## config.mk

```make
export PLATFORM = sky130hd
export DESIGN_NAME = cache_ctrl
export DESIGN_NICKNAME = d
export VERILOG_FILES = /design/src/logic/mem_sys_pkg.sv /design/src/logic/cache_ctrl.sv
export SDC_FILE = /design/constraint.sdc
export NUM_CORES = 1
export LEC_CHECK = 0
export BUFFER_PORTS_ARGS = -buffer_cell sky130_fd_sc_hd__buf_4
export CAP_MARGIN = 10
export CORE_MARGIN = 3
export CORE_UTILIZATION = 42
export CTS_CLUSTER_DIAMETER = 80
export CTS_CLUSTER_SIZE = 28
export DETAILED_ROUTE_END_ITERATION = 12
export PLACE_DENSITY = 0.85
export SLEW_MARGIN = 40
export SYNTH_ARGS = -nofsm -noshare
export SYNTH_HDL_FRONTEND = slang
export SYNTH_SLANG_ARGS = --single-unit
```

## constraint.sdc

```tcl
create_clock -name clk -period 2.5 [get_ports clk]
set_clock_uncertainty 0.15 [all_clocks]
set_input_delay 0.5 -clock clk [delete_from_list [all_inputs] [get_ports clk]]
set_output_delay 0.5 -clock clk [all_outputs]
set_load 0.01 [all_outputs]
```

## src/logic/mem_sys_pkg.sv

```systemverilog
/*
 * memory system shared definitions
 * address field widths, vector types for addresses, data and cache
 * fields, and the cache controller state encoding
 */
package mem_sys_pkg;

   // address split: tag | index | word | byte
   localparam int TAG_W     = 5;
   localparam int INDEX_W   = 8;
   localparam int OFFSET_W  = 3;
   localparam int NUM_LINES = 1 << INDEX_W;
   localparam int LINE_WORDS = 4;
   localparam int NUM_BANKS = 4;

   typedef logic [15:0]         addr_t;
   typedef logic [15:0]         word_t;
   typedef logic [TAG_W-1:0]    tag_t;
   typedef logic [INDEX_W-1:0]  index_t;
   typedef logic [OFFSET_W-1:0] offset_t;
   typedef logic [1:0]          bank_sel_t;

   // miss sequence runs writeback -> alloc_req -> alloc_fill -> compare
   typedef enum logic [2:0] {
      idle,
      compare,
      writeback,
      alloc_req,
      alloc_fill,
      complete,
      error
   } ctrl_state_t;

endpackage

```

## src/logic/cache_ctrl.sv

```systemverilog
/*
 * cache controller
 * accepts one request at a time, rejects odd addresses and rd+wr,
 * answers hits in one cycle, and on a miss writes back a dirty victim,
 * refills the line from banked memory with overlapped reads and fills,
 * then replays the request against the cache
 */
`timescale 1ns/1ps

module cache_ctrl (
   input  logic                 clk,
   input  logic                 reset,
   input  mem_sys_pkg::addr_t   addr,
   input  mem_sys_pkg::word_t   data_in,
   input  logic                 rd,
   input  logic                 wr,
   output mem_sys_pkg::word_t   data_out,
   output logic                 done,
   output logic                 stall,
   output logic                 cache_hit,
   output logic                 err,
   output logic                 c_enable,
   output logic                 c_comp,
   output logic                 c_write,
   output logic                 c_valid_in,
   output mem_sys_pkg::index_t  c_index,
   output mem_sys_pkg::offset_t c_offset,
   output mem_sys_pkg::tag_t    c_tag_in,
   output mem_sys_pkg::word_t   c_data_in,
   input  logic                 c_hit,
   input  logic                 c_dirty,
   input  logic                 c_valid,
   input  mem_sys_pkg::tag_t    c_tag_out,
   input  mem_sys_pkg::word_t   c_data_out,
   output mem_sys_pkg::addr_t   mem_addr,
   output mem_sys_pkg::word_t   mem_wdata,
   output logic                 mem_wr,
   output logic                 mem_rd,
   input  mem_sys_pkg::word_t   mem_rdata,
   input  logic                 mem_stall
);
   import mem_sys_pkg::*;

   ctrl_state_t state;
   ctrl_state_t state_next;
   addr_t       req_addr;
   word_t       req_data;
   logic        req_wr;
   logic        missed;
   logic [1:0]  wb_cnt;
   logic [1:0]  rd_cnt;
   logic [1:0]  fill_cnt;
   logic [1:0]  rd_pipe;
   logic        accept;
   logic        bad_req;
   logic        rd_take;
   logic        fill_now;
   tag_t        req_tag;
   index_t      req_index;
   offset_t     req_offset;

   assign accept     = (state == idle) && (rd || wr);
   assign bad_req    = addr[0] || (rd && wr);
   assign req_tag    = req_addr[15:11];
   assign req_index  = req_addr[10:3];
   assign req_offset = req_addr[2:0];
   assign stall      = (state != idle);

   // reads taken by memory, data returns two cycles later
   assign rd_take  = mem_rd && !mem_stall;
   assign fill_now = rd_pipe[1];

   always_ff @(posedge clk) begin
      if (accept) begin
         req_addr <= addr;
         req_data <= data_in;
         req_wr   <= wr;
      end
   end

   always_ff @(posedge clk) begin
      if (reset) begin
         state    <= idle;
         missed   <= 1'b0;
         wb_cnt   <= 2'd0;
         rd_cnt   <= 2'd0;
         fill_cnt <= 2'd0;
         rd_pipe  <= 2'b00;
      end else begin
         state   <= state_next;
         rd_pipe <= {rd_pipe[0], rd_take};
         if (accept) begin
            missed   <= 1'b0;
            wb_cnt   <= 2'd0;
            rd_cnt   <= 2'd0;
            fill_cnt <= 2'd0;
         end
         if ((state == compare) && !c_hit)
            missed <= 1'b1;
         if (mem_wr && !mem_stall)
            wb_cnt <= wb_cnt + 2'd1;
         if (rd_take)
            rd_cnt <= rd_cnt + 2'd1;
         if (fill_now)
            fill_cnt <= fill_cnt + 2'd1;
      end
   end

   always_comb begin
      state_next = state;
      done       = 1'b0;
      cache_hit  = 1'b0;
      err        = 1'b0;
      data_out   = '0;
      c_enable   = 1'b0;
      c_comp     = 1'b0;
      c_write    = 1'b0;
      c_valid_in = 1'b0;
      c_index    = req_index;
      c_offset   = req_offset;
      c_tag_in   = req_tag;
      c_data_in  = req_data;
      mem_addr   = '0;
      mem_wdata  = '0;
      mem_wr     = 1'b0;
      mem_rd     = 1'b0;

      // returning read data goes straight into the line
      if (fill_now) begin
         c_enable   = 1'b1;
         c_write    = 1'b1;
         c_valid_in = 1'b1;
         c_offset   = {fill_cnt, 1'b0};
         c_data_in  = mem_rdata;
      end

      case (state)
         idle: begin
            if (rd || wr)
               state_next = bad_req ? error : compare;
         end
         compare: begin
            c_enable = 1'b1;
            c_comp   = 1'b1;
            c_write  = req_wr && c_hit;
            if (c_hit) begin
               if (missed) begin
                  state_next = complete;
               end else begin
                  done       = 1'b1;
                  cache_hit  = 1'b1;
                  data_out   = c_data_out;
                  state_next = idle;
               end
            end else if (c_valid && c_dirty) begin
               state_next = writeback;
            end else begin
               state_next = alloc_req;
            end
         end
         writeback: begin
            // victim address comes from the stored tag
            c_enable  = 1'b1;
            c_offset  = {wb_cnt, 1'b0};
            mem_wr    = 1'b1;
            mem_addr  = {c_tag_out, req_index, wb_cnt, 1'b0};
            mem_wdata = c_data_out;
            if (!mem_stall && (wb_cnt == 2'd3))
               state_next = alloc_req;
         end
         alloc_req: begin
            mem_rd   = 1'b1;
            mem_addr = {req_tag, req_index, rd_cnt, 1'b0};
            if (!mem_stall && (rd_cnt == 2'd3))
               state_next = alloc_fill;
         end
         alloc_fill: begin
            if (fill_now && (fill_cnt == 2'd3))
               state_next = compare;
         end
         complete: begin
            c_enable   = 1'b1;
            c_comp     = 1'b1;
            done       = 1'b1;
            data_out   = c_data_out;
            state_next = idle;
         end
         error: begin
            done       = 1'b1;
            err        = 1'b1;
            state_next = idle;
         end
         default: state_next = idle;
      endcase
   end

   a_single_done: assert property (@(posedge clk) disable iff (reset)
      done |=> !done);

   a_mem_one_op: assert property (@(posedge clk) disable iff (reset)
      !(mem_wr && mem_rd));

endmodule

```

### Yosys cells after proc, flatten, opt, wreduce, memory -nomap -nowiden

Index checks and enable logic that the tools add are counted.
W data, S select, Z words.

| cells by class | value |
|---|---|
| eq/ne operators | 13 |
| muxes and demuxes | 34 |
| add/subtract/negate cells | 3 |
| reductions and logical operators | 24 |

Operators with widths:

| cell | count |
|---|---|
| $mux W16 | 4 |
| $pmux W16 S2 | 2 |
| $mux W3 | 9 |
| $pmux W3 S5 | 1 |
| $mux W1 | 13 |
| $logic_and A1 B1 Y1 | 10 |
| $eq A3 B3 Y1 const B | 3 |
| $mux W2 | 4 |
| $reduce_bool A2 Y1 | 4 |
| $add A2 B1 Y2 const B | 3 |
| $eq A2 B2 Y1 const B | 3 |
| $eq A3 B2 Y1 const B | 2 |
| $ne A2 B2 Y1 const B | 3 |
| $reduce_and A4 Y1 | 1 |
| $reduce_or A2 Y1 | 2 |
| $eq A3 B1 Y1 const B | 1 |
| $logic_not A3 Y1 | 1 |
| $reduce_bool A3 Y1 | 1 |
| $reduce_or A3 Y1 | 1 |
| $logic_not A1 Y1 | 2 |
| $logic_or A1 B1 Y1 | 2 |
| $ne A2 B1 Y1 const B | 1 |
| $pmux W1 S2 | 1 |

| word-level totals | value |
|---|---|
| bits in registers | 45 |
| word-level logic and storage cells | 83 |

### Logic depth before layout (Yosys ltp)

Gate-level depths: netlist (run 1).

| logic depth | value |
|---|---|
| depth after elaboration | 5 |
| gate-level depth with buffers | 6 |
| mapped depth without buffers | 5 |

### Worst setup path before layout (run 1)

No wires, ideal clock.

| timing | value |
|---|---|
| kind | register to register |
| start | register state[0] |
| end | register req_addr[0], enable pin |
| slack | 0.285 ns |
| path buffers | 1 |
| data required time | 1.962 ns |
| clock period less this slack | 2.215 ns |
| stages on the path, launching flop included | 5 |
| arrival | 1.678 ns |
| path through | dfxtp_1 > buf_6 > or3_4 > o21bai_4 > inv_1 |

| on the way | value |
|---|---|
| cells in the longest elaborated chain, start to end | 2 |

Ends and longest elaborated chain:

| what | line | text |
|---|---|---|
| start: declaration | cache_ctrl.sv:44 | `ctrl_state_t state;` |
| start signal: assignment | cache_ctrl.sv:83 | `state <= idle;` |
| start signal: assignment | cache_ctrl.sv:90 | `state <= state_next;` |
| $logic_not A3 Y1 | cache_ctrl.sv:62 | `assign accept = (state == idle) && (rd \|\| wr);` |
| $logic_and A1 B1 Y1 | cache_ctrl.sv:62 |  |
| via accept | cache_ctrl.sv:54 | `logic accept;` |
| end signal: assignment | cache_ctrl.sv:75 | `req_addr <= addr;` |
| end: declaration | cache_ctrl.sv:46 | `addr_t req_addr;` |

The timed path passes the listed nets, and every way through them passes these cells.
A chain may end at the register's enable or synchronous reset.

### Worst setup path after layout (run 1)

| timing | value |
|---|---|
| start | register state[1] |
| end | output port c_enable |

| on the way | value |
|---|---|
| cells in the longest elaborated chain, start to end | 3 |
| elaborated cells between the ends (all ways) | 5 |
| classes of those cells | eq/ne: 3; mux: 1; reduce/logical: 1 |

Ends and longest elaborated chain:

| what | line | text |
|---|---|---|
| $eq A3 B1 Y1, or another cell as far along | cache_ctrl.sv:137 | `case (state)` |
| $reduce_or A3 Y1 (no source line) (*) | -- |  |
| $mux W1 (*) | cache_ctrl.sv:137 |  |
| end: declaration | cache_ctrl.sv:22 | `output logic c_enable,` |

Every way passes the cells marked *; elsewhere a longest branch is shown, timed or not.

==> reports/qor.csv, run 1 <==
metric;value;unit
p_per_area;923;nW/um2
cts_setup_buffers;0;
fp.dieW;83.2;um
critPathRequiredTime;1.85;ns
n_antenna_cell;0;
layout_common_cells;174 x buf_4, 42 x and2_1, 33 x edfxtp_1;
arrival;1.69;ns
drtAntennaViolNets;0;
grt_pass1_vias;2193;
wl_per_cell;14.8;um
drc;0;
startpoint_type;flop;
grt_max_degree;27;
clk_latency;0.29;ns
finalCritPeriodShare;93.6;%
rsz0062_at_grt;false;
drive_gt1_share;53.8;%
grt_pass1_wl;10500;um
p_leak;1.72;nW
synthArstFlopShare;0;%
fillers;439;
period_needed;2.34;ns
synth_seq_cells;45;
synth_flop_cell;edfxtp_1;
endpoint_kind;output port;
routed_wl;6660;um
die_h;83.2;um
finalSetupViolCount;0;
num-nets-final;458;
drtPass1Iterations;4;
cp.buffers_inverters;2;
overflow;0;
ios;167;
outcome;complete, no violations;
dieArea;6920;um2
syn_area;2500;um2
worstHoldPathType;in2reg;
avgSynthCellArea;11.2;um2
path_clk_slew;0.08;ns
cts_root_buf;clkbuf_8;
cts_buffers;5;
synth_cell_types;45;
cts.sinks;45;
slew_violations;0;
via_per_inst;4.93;
cp_cell_sequence;nand2b_4, inv_2, or3_1, buf_4;
ir_drop;672;uV
hold_viol;0;
cts_tree;done;
htree_levels;2;
place_hpwl;5260;um
max_cap_viol_count;0;
coreArea;5640;um2
syn-num-nets;304;
fmax;427;MHz
path_max_fanout;13;
synth_edf_count;33;
vias;2223;
gp_congestion;0.797;
crit_family;flip-flops;
initial_core_util;44.4;%
hold_ws;0.225;ns
synth_seq_area_share;49.2;%
layout_commonest_cell;buf_4;
critPathKind;reg2out;
track_usage;18.3;%
clockBufferDepth;2;
drt_iter0_drc;93;
tns;0;ns
io_buffers;165;
antenna_found_initial;0;
total_power;3.53;mW
synth_cells;224;
rows;27;
syn_to_final_growth;52.7;%
slowest_stage;dfxtp_1;
synth_warnings;0;
max_stage_delay;0.59;ns
[flip-flops by register name, summed over array words and instances (netlist names)]
name      count
fill_cnt      2
missed        1
rd_cnt        2
rd_pipe       2
req_addr     16
req_data     16
req_wr        1
state         3
wb_cnt        2
[worst reg2reg max path, delay by kind of cell (launching register included)]
family          cells  cell delay, ns
simple gates        1            0.42
flops               1            0.43
compound gates      1            0.22
buf+inv             2            0.41
[area by class of cell]
type	count	area (um2)	share of cell area, %
multi-input cells	147	1070	28.0
repair buffers	175	1330	34.7
well taps	72	90.1	2.36
flip-flops and latches	45	1230	32.2
inverters	4	15.0	0.393
clock buffers	8	90.1	2.36
[cells in the mapped netlist, types with 2 or more instances]
| cell | count | share of area, % |
|---|---|---|
| edfxtp_1 | 33 | 40 |
| a21oi_1 | 11 | 2.2 |
| nand3b_1 | 6 | 1.8 |
| buf_2 | 7 | 1.4 |
| mux2_2 | 16 | 7.2 |
| inv_2 | 2 | 0.30 |
| nand2b_1 | 4 | 1.0 |
| buf_6 | 3 | 1.3 |
| and2_1 | 42 | 10 |
| nand2_1 | 7 | 1.0 |
| inv_1 | 2 | 0.30 |
| ha_1 | 3 | 1.5 |
| clkbuf_1 | 2 | 0.30 |
| nor2b_1 | 4 | 1.0 |
| o22ai_1 | 2 | 0.50 |
| nor2_1 | 9 | 1.3 |
| o311ai_1 | 2 | 0.70 |
| o21ai_0 | 5 | 1.0 |
| dfxtp_1 | 12 | 9.6 |
| or3_1 | 2 | 0.50 |
| buf_4 | 15 | 4.5 |
| mux2i_1 | 11 | 4.4 |
| nand3_1 | 2 | 0.40 |
[per-stage QoR]
step	instance area [um2]	utilization, %	std cells	worst slack (ns)
after CTS	3820	67.6	451	0.123
after floorplan	2500	-	224	0.285
after detailed placement	3730	66.0	443	0.376
after global routing	3820	67.8	451	0.0364
after global placement	3730	66.0	443	0.439
final	3820	67.8	451	0.160
[metal layers]
metal,share of wire [%],vias up,GRT usage (%),routed length (um)
met3,12,9,6.65,814
met5,0,-,0,0
li1,-,1078,-,-
met2,50,130,33.7,3320
met1,37,1006,20.1,2450
met4,1.1,0,3.57,75
[where the power goes]
part           internal, mW  total [mW]  leakage [nW]  switching (mW)
Sequential             1.09        1.22         0.413           0.130
Clock                 0.226       0.460        0.0455           0.235
Combinational         0.963        1.85          1.27           0.885
[cells by family after synthesis]
kind of cell / share of synthesized area (%)
buffers and inverters: 8.35
adders and majority gates: 1.90
muxes: 11.6
other: 0.150
xor gates and xnor gates: 0.350
and+or+nand+nor: 21.1
DFF: 49.2
AOI/OAI and AO/OA: 7.40
[final timing paths]
check                             start                      to  slack [ns]  cells after the start
hold reg to reg   rd_pipe[0]$_SDFF_PP0_   rd_pipe[1]$_SDFF_PP0_        0.29                      1
setup / recovery  state[1]$_SDFFE_PP0P_                c_enable        0.16                      4
setup reg to reg  state[0]$_SDFFE_PP0P_  req_data[15]$_DFFE_PP_        0.53                      4
hold / removal              data_in[10]  req_data[10]$_DFFE_PP_        0.22                      1
[repair_timing]
item,in CTS,in global routing
resized for setup,0,1
setup endpoints to repair,0,5
hold buffers,0,0
Note: power is estimated with default switching activity, not from simulation.
==> run 2, diff against run 1 <==
Settings changed: CORE_UTILIZATION 42 to 45, PLACE_DENSITY 0.85 to 0.9.
Clock period 2.5 ns to 2.8 ns, I/O delays scaled along.
==> run 2 against run 1 <==
Combinational power down 12%. Via count down 1.4%. Clock-buffer cell count down 1. First-iteration DRC count down 4.3%. Largest power group unchanged. Worst hold slack better by 0.058 ns. Cell count down 1.1%. Die area down 6.2%. Register-to-register slack better by 0.14 ns. Critical path depth up 1. Flip-flop and latch count unchanged. Critical path type unchanged. Wire length up 1.1%. Core utilization up 4.6 points.
==> reports/qor.csv, run 2 (synthesis gave the netlist of run 1 again) <==
metric;value;unit;change
critPathKind;reg2out;;unchanged
cts_root_buf;clkbuf_8;;unchanged
path_max_fanout;24;;was 13
cp_cell_sequence;nand2b_1, nor2_1, buf_4, or3_1, buf_4;;was nand2b_4, inv_2, or3_1, buf_4
combPwrFrac;52.2;%;was 52.4%
grt_max_degree;29;;was 27
clk_latency;0.29;ns;about the same
r2r-start;state[2]$_SDFFE_PP0P_;;was state[0]$_SDFFE_PP0P_
drtAntennaViolNets;0;;unchanged
vias;2191;;was 2,223
drt_iter0_drc;89;;was 93
outcome;complete, no violations;;unchanged
period_needed;2.56;ns;
path_clk_slew;0.08;ns;about the same
layout_common_cells;171 x buf_4, 42 x and2_1, 33 x edfxtp_1;;was 174 x buf_4, 42 x and2_1, 33 x edfxtp_1
p_sw;1.12;mW;was 1.25 mW
coreArea;5240;um2;was 5640 um2
layout_commonest_cell;buf_4;;unchanged
switching_share;35.9;%;was 35.4%
rsz0062_at_grt;false;;unchanged
via_per_inst;4.91;;was 4.93
wl_per_cell;15.1;um;was 14.8 um
path_common_cell;buf_4;;
cts_buffers;5;;unchanged
p_leak;1.70;nW;was 1.72 nW
worstHoldStart;data_in[9];;was data_in[10]
syn_to_final_growth;51.5;%;was 52.7%
num-nets-final;455;;was 458
slowest_stage;dfxtp_1;;unchanged
dieArea;6490;um2;was 6920 um2
crit_end;c_enable;;unchanged
io_buffers;165;;unchanged
routed_wl;6730;um;was 6660 um
ios;167;;unchanged
clkPwrFrac;12.5;%;was 13.0%
rr_endpoint;req_data[13]$_DFFE_PP_;;was req_data[15]$_DFFE_PP_
drtPass1Iterations;4;;unchanged
place_hpwl;5250;um;was 5260 um
path_depth;5;;was 4
stdcell_count;446;;was 451
critPathRequiredTime;2.09;ns;was 1.85 ns
grt_pass1_vias;2143;;was 2,193
place_area;3700;um2;was 3730 um2
place_inst;438;;was 443
p_per_area;824;nW/um2;was 923 nW/um2
track_usage;20.2;%;was 18.3%
hold_viol;0;;unchanged
grt_pass1_wl;10200;um;was 10,500 um
pwr-share-seq;35.2;%;was 34.6%
antenna_found_initial;0;;unchanged
drive_gt1_share;53.5;%;was 53.8%
startpoint;state[2]$_SDFFE_PP0P_;;was state[1]$_SDFFE_PP0P_
cts_tree;done;;unchanged
startpoint_type;flop;;unchanged
arrival;1.85;ns;was 1.69 ns
clockBufferDepth;2;;unchanged
rr_worst_depth;4;;unchanged
top_regs;req_addr (16), req_data (16), state (3);;unchanged
fillers;386;;was 439
finalSetupViolCount;0;;unchanged
n_antenna_cell;0;;unchanged
htree_levels;2;;unchanged
tns;0;ns;unchanged
finalCritPeriodShare;91.4;%;
max_stage_delay;0.57;ns;was 0.59 ns
crit_family;simple AND/OR/NAND/NOR gates;;was flip-flops
cp.buffers_inverters;2;;unchanged
cts.sinks;45;;unchanged
drc;0;;unchanged
slew_violations;0;;unchanged
reg2reg_slack;0.67;ns;was 0.53 ns
fmax;391;MHz;
final_cell_area;3790;um2;was 3820 um2
rows;26;;was 27
endpoint_kind;output port;;unchanged
max_cap_viol_count;0;;unchanged
ir_drop;482;uV;was 672 uV
internal-power;2.00;mW;was 2.28 mW
gp_congestion;0.790;;was 0.797
fp.dieW;80.6;um;was 83.2 um
initial_core_util;47.8;%;was 44.4%
overflow;0;;unchanged
worstHoldPathType;in2reg;;unchanged
die_h;80.6;um;was 83.2 um
-- run 2: cell types whose count changed in the layout (fill, tap and decap cells not counted) --
| cell | delta |
|---|---|
| clkbuf_8 | -1 |
| clkinvlp_4 | +1 |
| buf_4 | -3 |
-- run 2: worst min path at each step --
stage / endpoint / cells after the start / slack (ns)
after floorplan: rd_pipe[1]$_SDFF_PP0_ / 1 / 0.26
after global placement: rd_pipe[1]$_SDFF_PP0_ / 1 / 0.27
after detailed placement: rd_pipe[1]$_SDFF_PP0_ / 1 / 0.28
after CTS: req_data[2]$_DFFE_PP_ / 1 / 0.28
after global routing: req_addr[12]$_DFFE_PP_ / 1 / 0.27
final: req_data[9]$_DFFE_PP_ / 1 / 0.28
-- run 2: metrics by stage --
| stage | hold slack [ns] | setup WS (ns) | utilization [%] | power, mW |
|---|---|---|---|---|
| detailed placement | 0.279 | 0.513 | 70.7 | 2.76 |
| finish | 0.282 | 0.240 | 72.4 | 3.13 |
| global route | 0.265 | 0.135 | 72.4 | 3.33 |
| floorplan | 0.264 | 0.585 | - | 2.01 |
| global placement | 0.268 | 0.615 | 70.7 | 2.72 |
| CTS | 0.276 | 0.179 | 72.3 | 3.16 |
-- run 2: timing repair --
action / in CTS / in global routing
setup endpoints to repair: 0 / 4
hold buffers: 0 / 0
gates resized for setup: 0 / 1
buffers inserted: 0 / 0
-- run 2: layout make-up --
cell class / instances / area (um2) / share of cell area, %
clock buffers: 7 / 76.3 / 2.01
clock inverters: 1 / 7.51 / 0.198
inverters: 4 / 15.0 / 0.396
multi-input cells: 147 / 1070 / 28.2
flip-flops and latches: 45 / 1230 / 32.5
well taps: 70 / 87.6 / 2.31
repair buffers: 172 / 1300 / 34.4
-- run 2: routing by layer --
metal	part of all wire [%]	vias up	global-route usage (%)
li1	-	1076	-
met1	36	1002	23.7
met2	52	106	35.8
met3	11	7	6.73
met4	1.0	0	4.39
met5	0	-	0
-- run 2: power by group through the flow --
| stage | Combinational [mW] | Sequential, mW | Clock, mW |
|---|---|---|---|
| CTS | 1.65 | 1.10 | 0.403 |
| detailed placement | 1.65 | 1.11 | 0 |
| floorplan | 0.966 | 1.04 | 0 |
| global placement | 1.61 | 1.11 | 0 |
| finish | 1.63 | 1.10 | 0.392 |
| global route | 1.77 | 1.13 | 0.430 |
-- run 2: worst reg2reg max path: cells and delay by family (launching register included) --
family | cells | cell delay, ns
buf+inv | 2 | 0.59
simple gates | 1 | 0.44
flops | 1 | 0.43
compound gates | 1 | 0.23
==> run 3, diff against run 2 <==
--- a/config.mk
+++ b/config.mk
@@ -9,9 +9,9 @@
 export CAP_MARGIN = 10
 export CORE_MARGIN = 3
-export CORE_UTILIZATION = 45
+export CORE_UTILIZATION = 42
 export CTS_CLUSTER_DIAMETER = 80
 export CTS_CLUSTER_SIZE = 28
 export DETAILED_ROUTE_END_ITERATION = 12
-export PLACE_DENSITY = 0.9
+export PLACE_DENSITY = 0.85
 export SLEW_MARGIN = 40
 export SYNTH_ARGS = -nofsm -noshare
==> constraint.sdc (replaced) <==
create_clock -name clk -period 2.93 [get_ports clk]
set_clock_uncertainty 0.15 [all_clocks]
set_input_delay 0.1465 -clock clk [delete_from_list [all_inputs] [get_ports clk]]
set_output_delay 0.1465 -clock clk [all_outputs]
set_load 0.01 [all_outputs]
==> run 3 against run 2 <==
Flip-flop and latch count stayed put. Via count is 8.4% higher. Critical path depth is 2 higher. Largest power group unchanged. Cell area is 8.4% higher. Die area is 6.6% higher. Critical path type unchanged. Global-route usage is 0.48 points higher. Wire length is 10% higher. Sequential share of layout area is 2.5 points lower. Core utilization is 0.47 points higher. Largest cell class unchanged. Setup slack better by 0.29 ns. Non-clock buffer count is 32 higher. First-iteration DRC count is 7.9% lower.
==> reports/qor.csv, run 3 (synthesis gave the netlist of run 1 again) <==
metric;value;unit;change
outcome;complete, no violations;;unchanged
place_hpwl;5250;um;about the same
clockBufferDepth;2;;unchanged
rows;27;;was 26
grt_pass1_wl;11800;um;was 10,200 um
via_per_inst;4.95;;was 4.91
cp_cell_sequence;nand2b_1, buf_4, nor2_2, buf_4, nand2_1, o21ai_0, buf_4;;was nand2b_1, nor2_1, buf_4, or3_1, buf_4
path_clk_slew;0.08;ns;about the same
gp_congestion;0.867;;was 0.790
cts_buffers;5;;unchanged
cts_tree;done;;unchanged
finalCritPeriodShare;81.9;%;
endpoint_kind;output port;;unchanged
drc;0;;unchanged
routed_wl;7410;um;was 6730 um
htree_levels;2;;unchanged
critPathKind;reg2out;;unchanged
drtAntennaViolNets;0;;unchanged
fillers;414;;was 386
grt_max_degree;30;;was 29
antenna_found_initial;0;;unchanged
place_inst;438;;unchanged
p_leak;1.84;nW;was 1.70 nW
path_max_fanout;17;;was 24
vias;2374;;was 2,191
num-nets-final;487;;was 455
arrival;2.10;ns;was 1.85 ns
fp.dieW;83.2;um;was 80.6 um
postCtsResizedCells;0;;unchanged
clk_latency;0.29;ns;about the same
drt_iter0_drc;82;;was 89
total_power;3.00;mW;was 3.13 mW
cp.buffers_inverters;3;;was 2
cts_root_buf;clkbuf_8;;unchanged
worstHoldPathType;in2reg;;unchanged
multi_input_area;1070;um2;about the same
finalSetupViolCount;0;;unchanged
stdcell_count;480;;was 446
coreArea;5640;um2;was 5240 um2
fmax;417;MHz;
place_ws;0.601;ns;was 0.513 ns
worst_slack;0.530;ns;was 0.240 ns
tns;0;ns;unchanged
path_common_cell;buf_4;;unchanged
die_h;83.2;um;was 80.6 um
tightest_slew;0.643;ns;
track_usage;20.7;%;was 20.2%
ios;167;;unchanged
period_needed;2.40;ns;
cts.sinks;45;;unchanged
layout_commonest_cell;buf_4;;unchanged
io_buffers;165;;unchanged
drtPass1Iterations;4;;unchanged
max_cap_viol_count;0;;unchanged
critPathRequiredTime;2.63;ns;was 2.09 ns
startpoint_type;flop;;unchanged
p_per_area;730;nW/um2;was 824 nW/um2
crit_family;buffers and inverters;;was simple AND/OR/NAND/NOR gates
slew_violations;0;;unchanged
slew_headroom;57.1;%;
seq_area;1230;um2;unchanged
top_regs;req_addr (16), req_data (16), state (3);;unchanged
hold_viol;0;;unchanged
hold_ws;0.0333;ns;was 0.282 ns
cts_setup_buffers;0;;unchanged
holdBufCountCts;34;;was 0
max_stage_delay;0.56;ns;was 0.57 ns
grt_pass1_vias;2401;;was 2,143
initial_core_util;44.4;%;was 47.8%
drive_gt1_share;48.8;%;was 53.5%
wl_per_cell;15.4;um;was 15.1 um
overflow;0;;unchanged
n_antenna_cell;0;;unchanged
dieArea;6920;um2;was 6490 um2
layout_common_cells;169 x buf_4, 42 x and2_1, 34 x dlygate4sd3_1;;was 171 x buf_4, 42 x and2_1, 33 x edfxtp_1
syn_to_final_growth;64.2;%;was 51.5%
ir_drop;516;uV;was 482 uV
slowest_stage;dfxtp_1;;unchanged
rsz0062_at_grt;false;;unchanged
run 3: changes by cell type in the layout (fill, tap and decap cells not counted):
cell,delta
clkinvlp_4,-1
dlygate4sd3_1,+34
nor2_1,-1
nor2_2,+1
a21oi_4,-1
a21oi_2,+1
clkbuf_1,+1
buf_4,-2
run 3: path summary, 6_finish.rpt:
kind	slack, ns	cells past startpoint	to	from
setup reg to reg	0.78	4	state[0]$_SDFFE_PP0P_	state[1]$_SDFFE_PP0P_
hold reg to reg	0.29	1	rd_pipe[1]$_SDFF_PP0_	rd_pipe[0]$_SDFF_PP0_
hold / removal	0.03	3	missed$_SDFFE_PP0P_	c_hit
setup / recovery	0.53	7	c_offset[1]	state[1]$_SDFFE_PP0P_
run 3: worst min-delay path, cell delays in order:
cell and delay (ns):
buf_4 0.11, or3_1 0.12, a21oi_1 0.06
run 3: through the flow:
step / area, um2 / utilization [%]
floorplan: 2500 / -
global placement: 3690 / 65.4
detailed placement: 3690 / 65.4
CTS: 4110 / 72.8
global route: 4110 / 72.9
finish: 4110 / 72.9
run 3: layout make-up:
cell class,count,share of cell area [%]
timing repair buffer,204,39.6
multi-input combinational,147,25.9
clock buffer,8,1.95
sequential,45,29.9
inverter,4,0.365
tap,72,2.19
run 3: layer usage:
metal,vias up,GRT usage (%),wire [um]
met5,-,0,0
met4,0,3.57,66
met3,10,8.04,888
met2,133,38.2,3790
met1,1095,22.6,2660
li1,1136,-,-
run 3: where the power goes:
part,switching (mW),internal (mW),leakage (nW)
Combinational,0.755,0.830,1.38
Clock,0.192,0.170,0.0395
Sequential,0.123,0.930,0.413
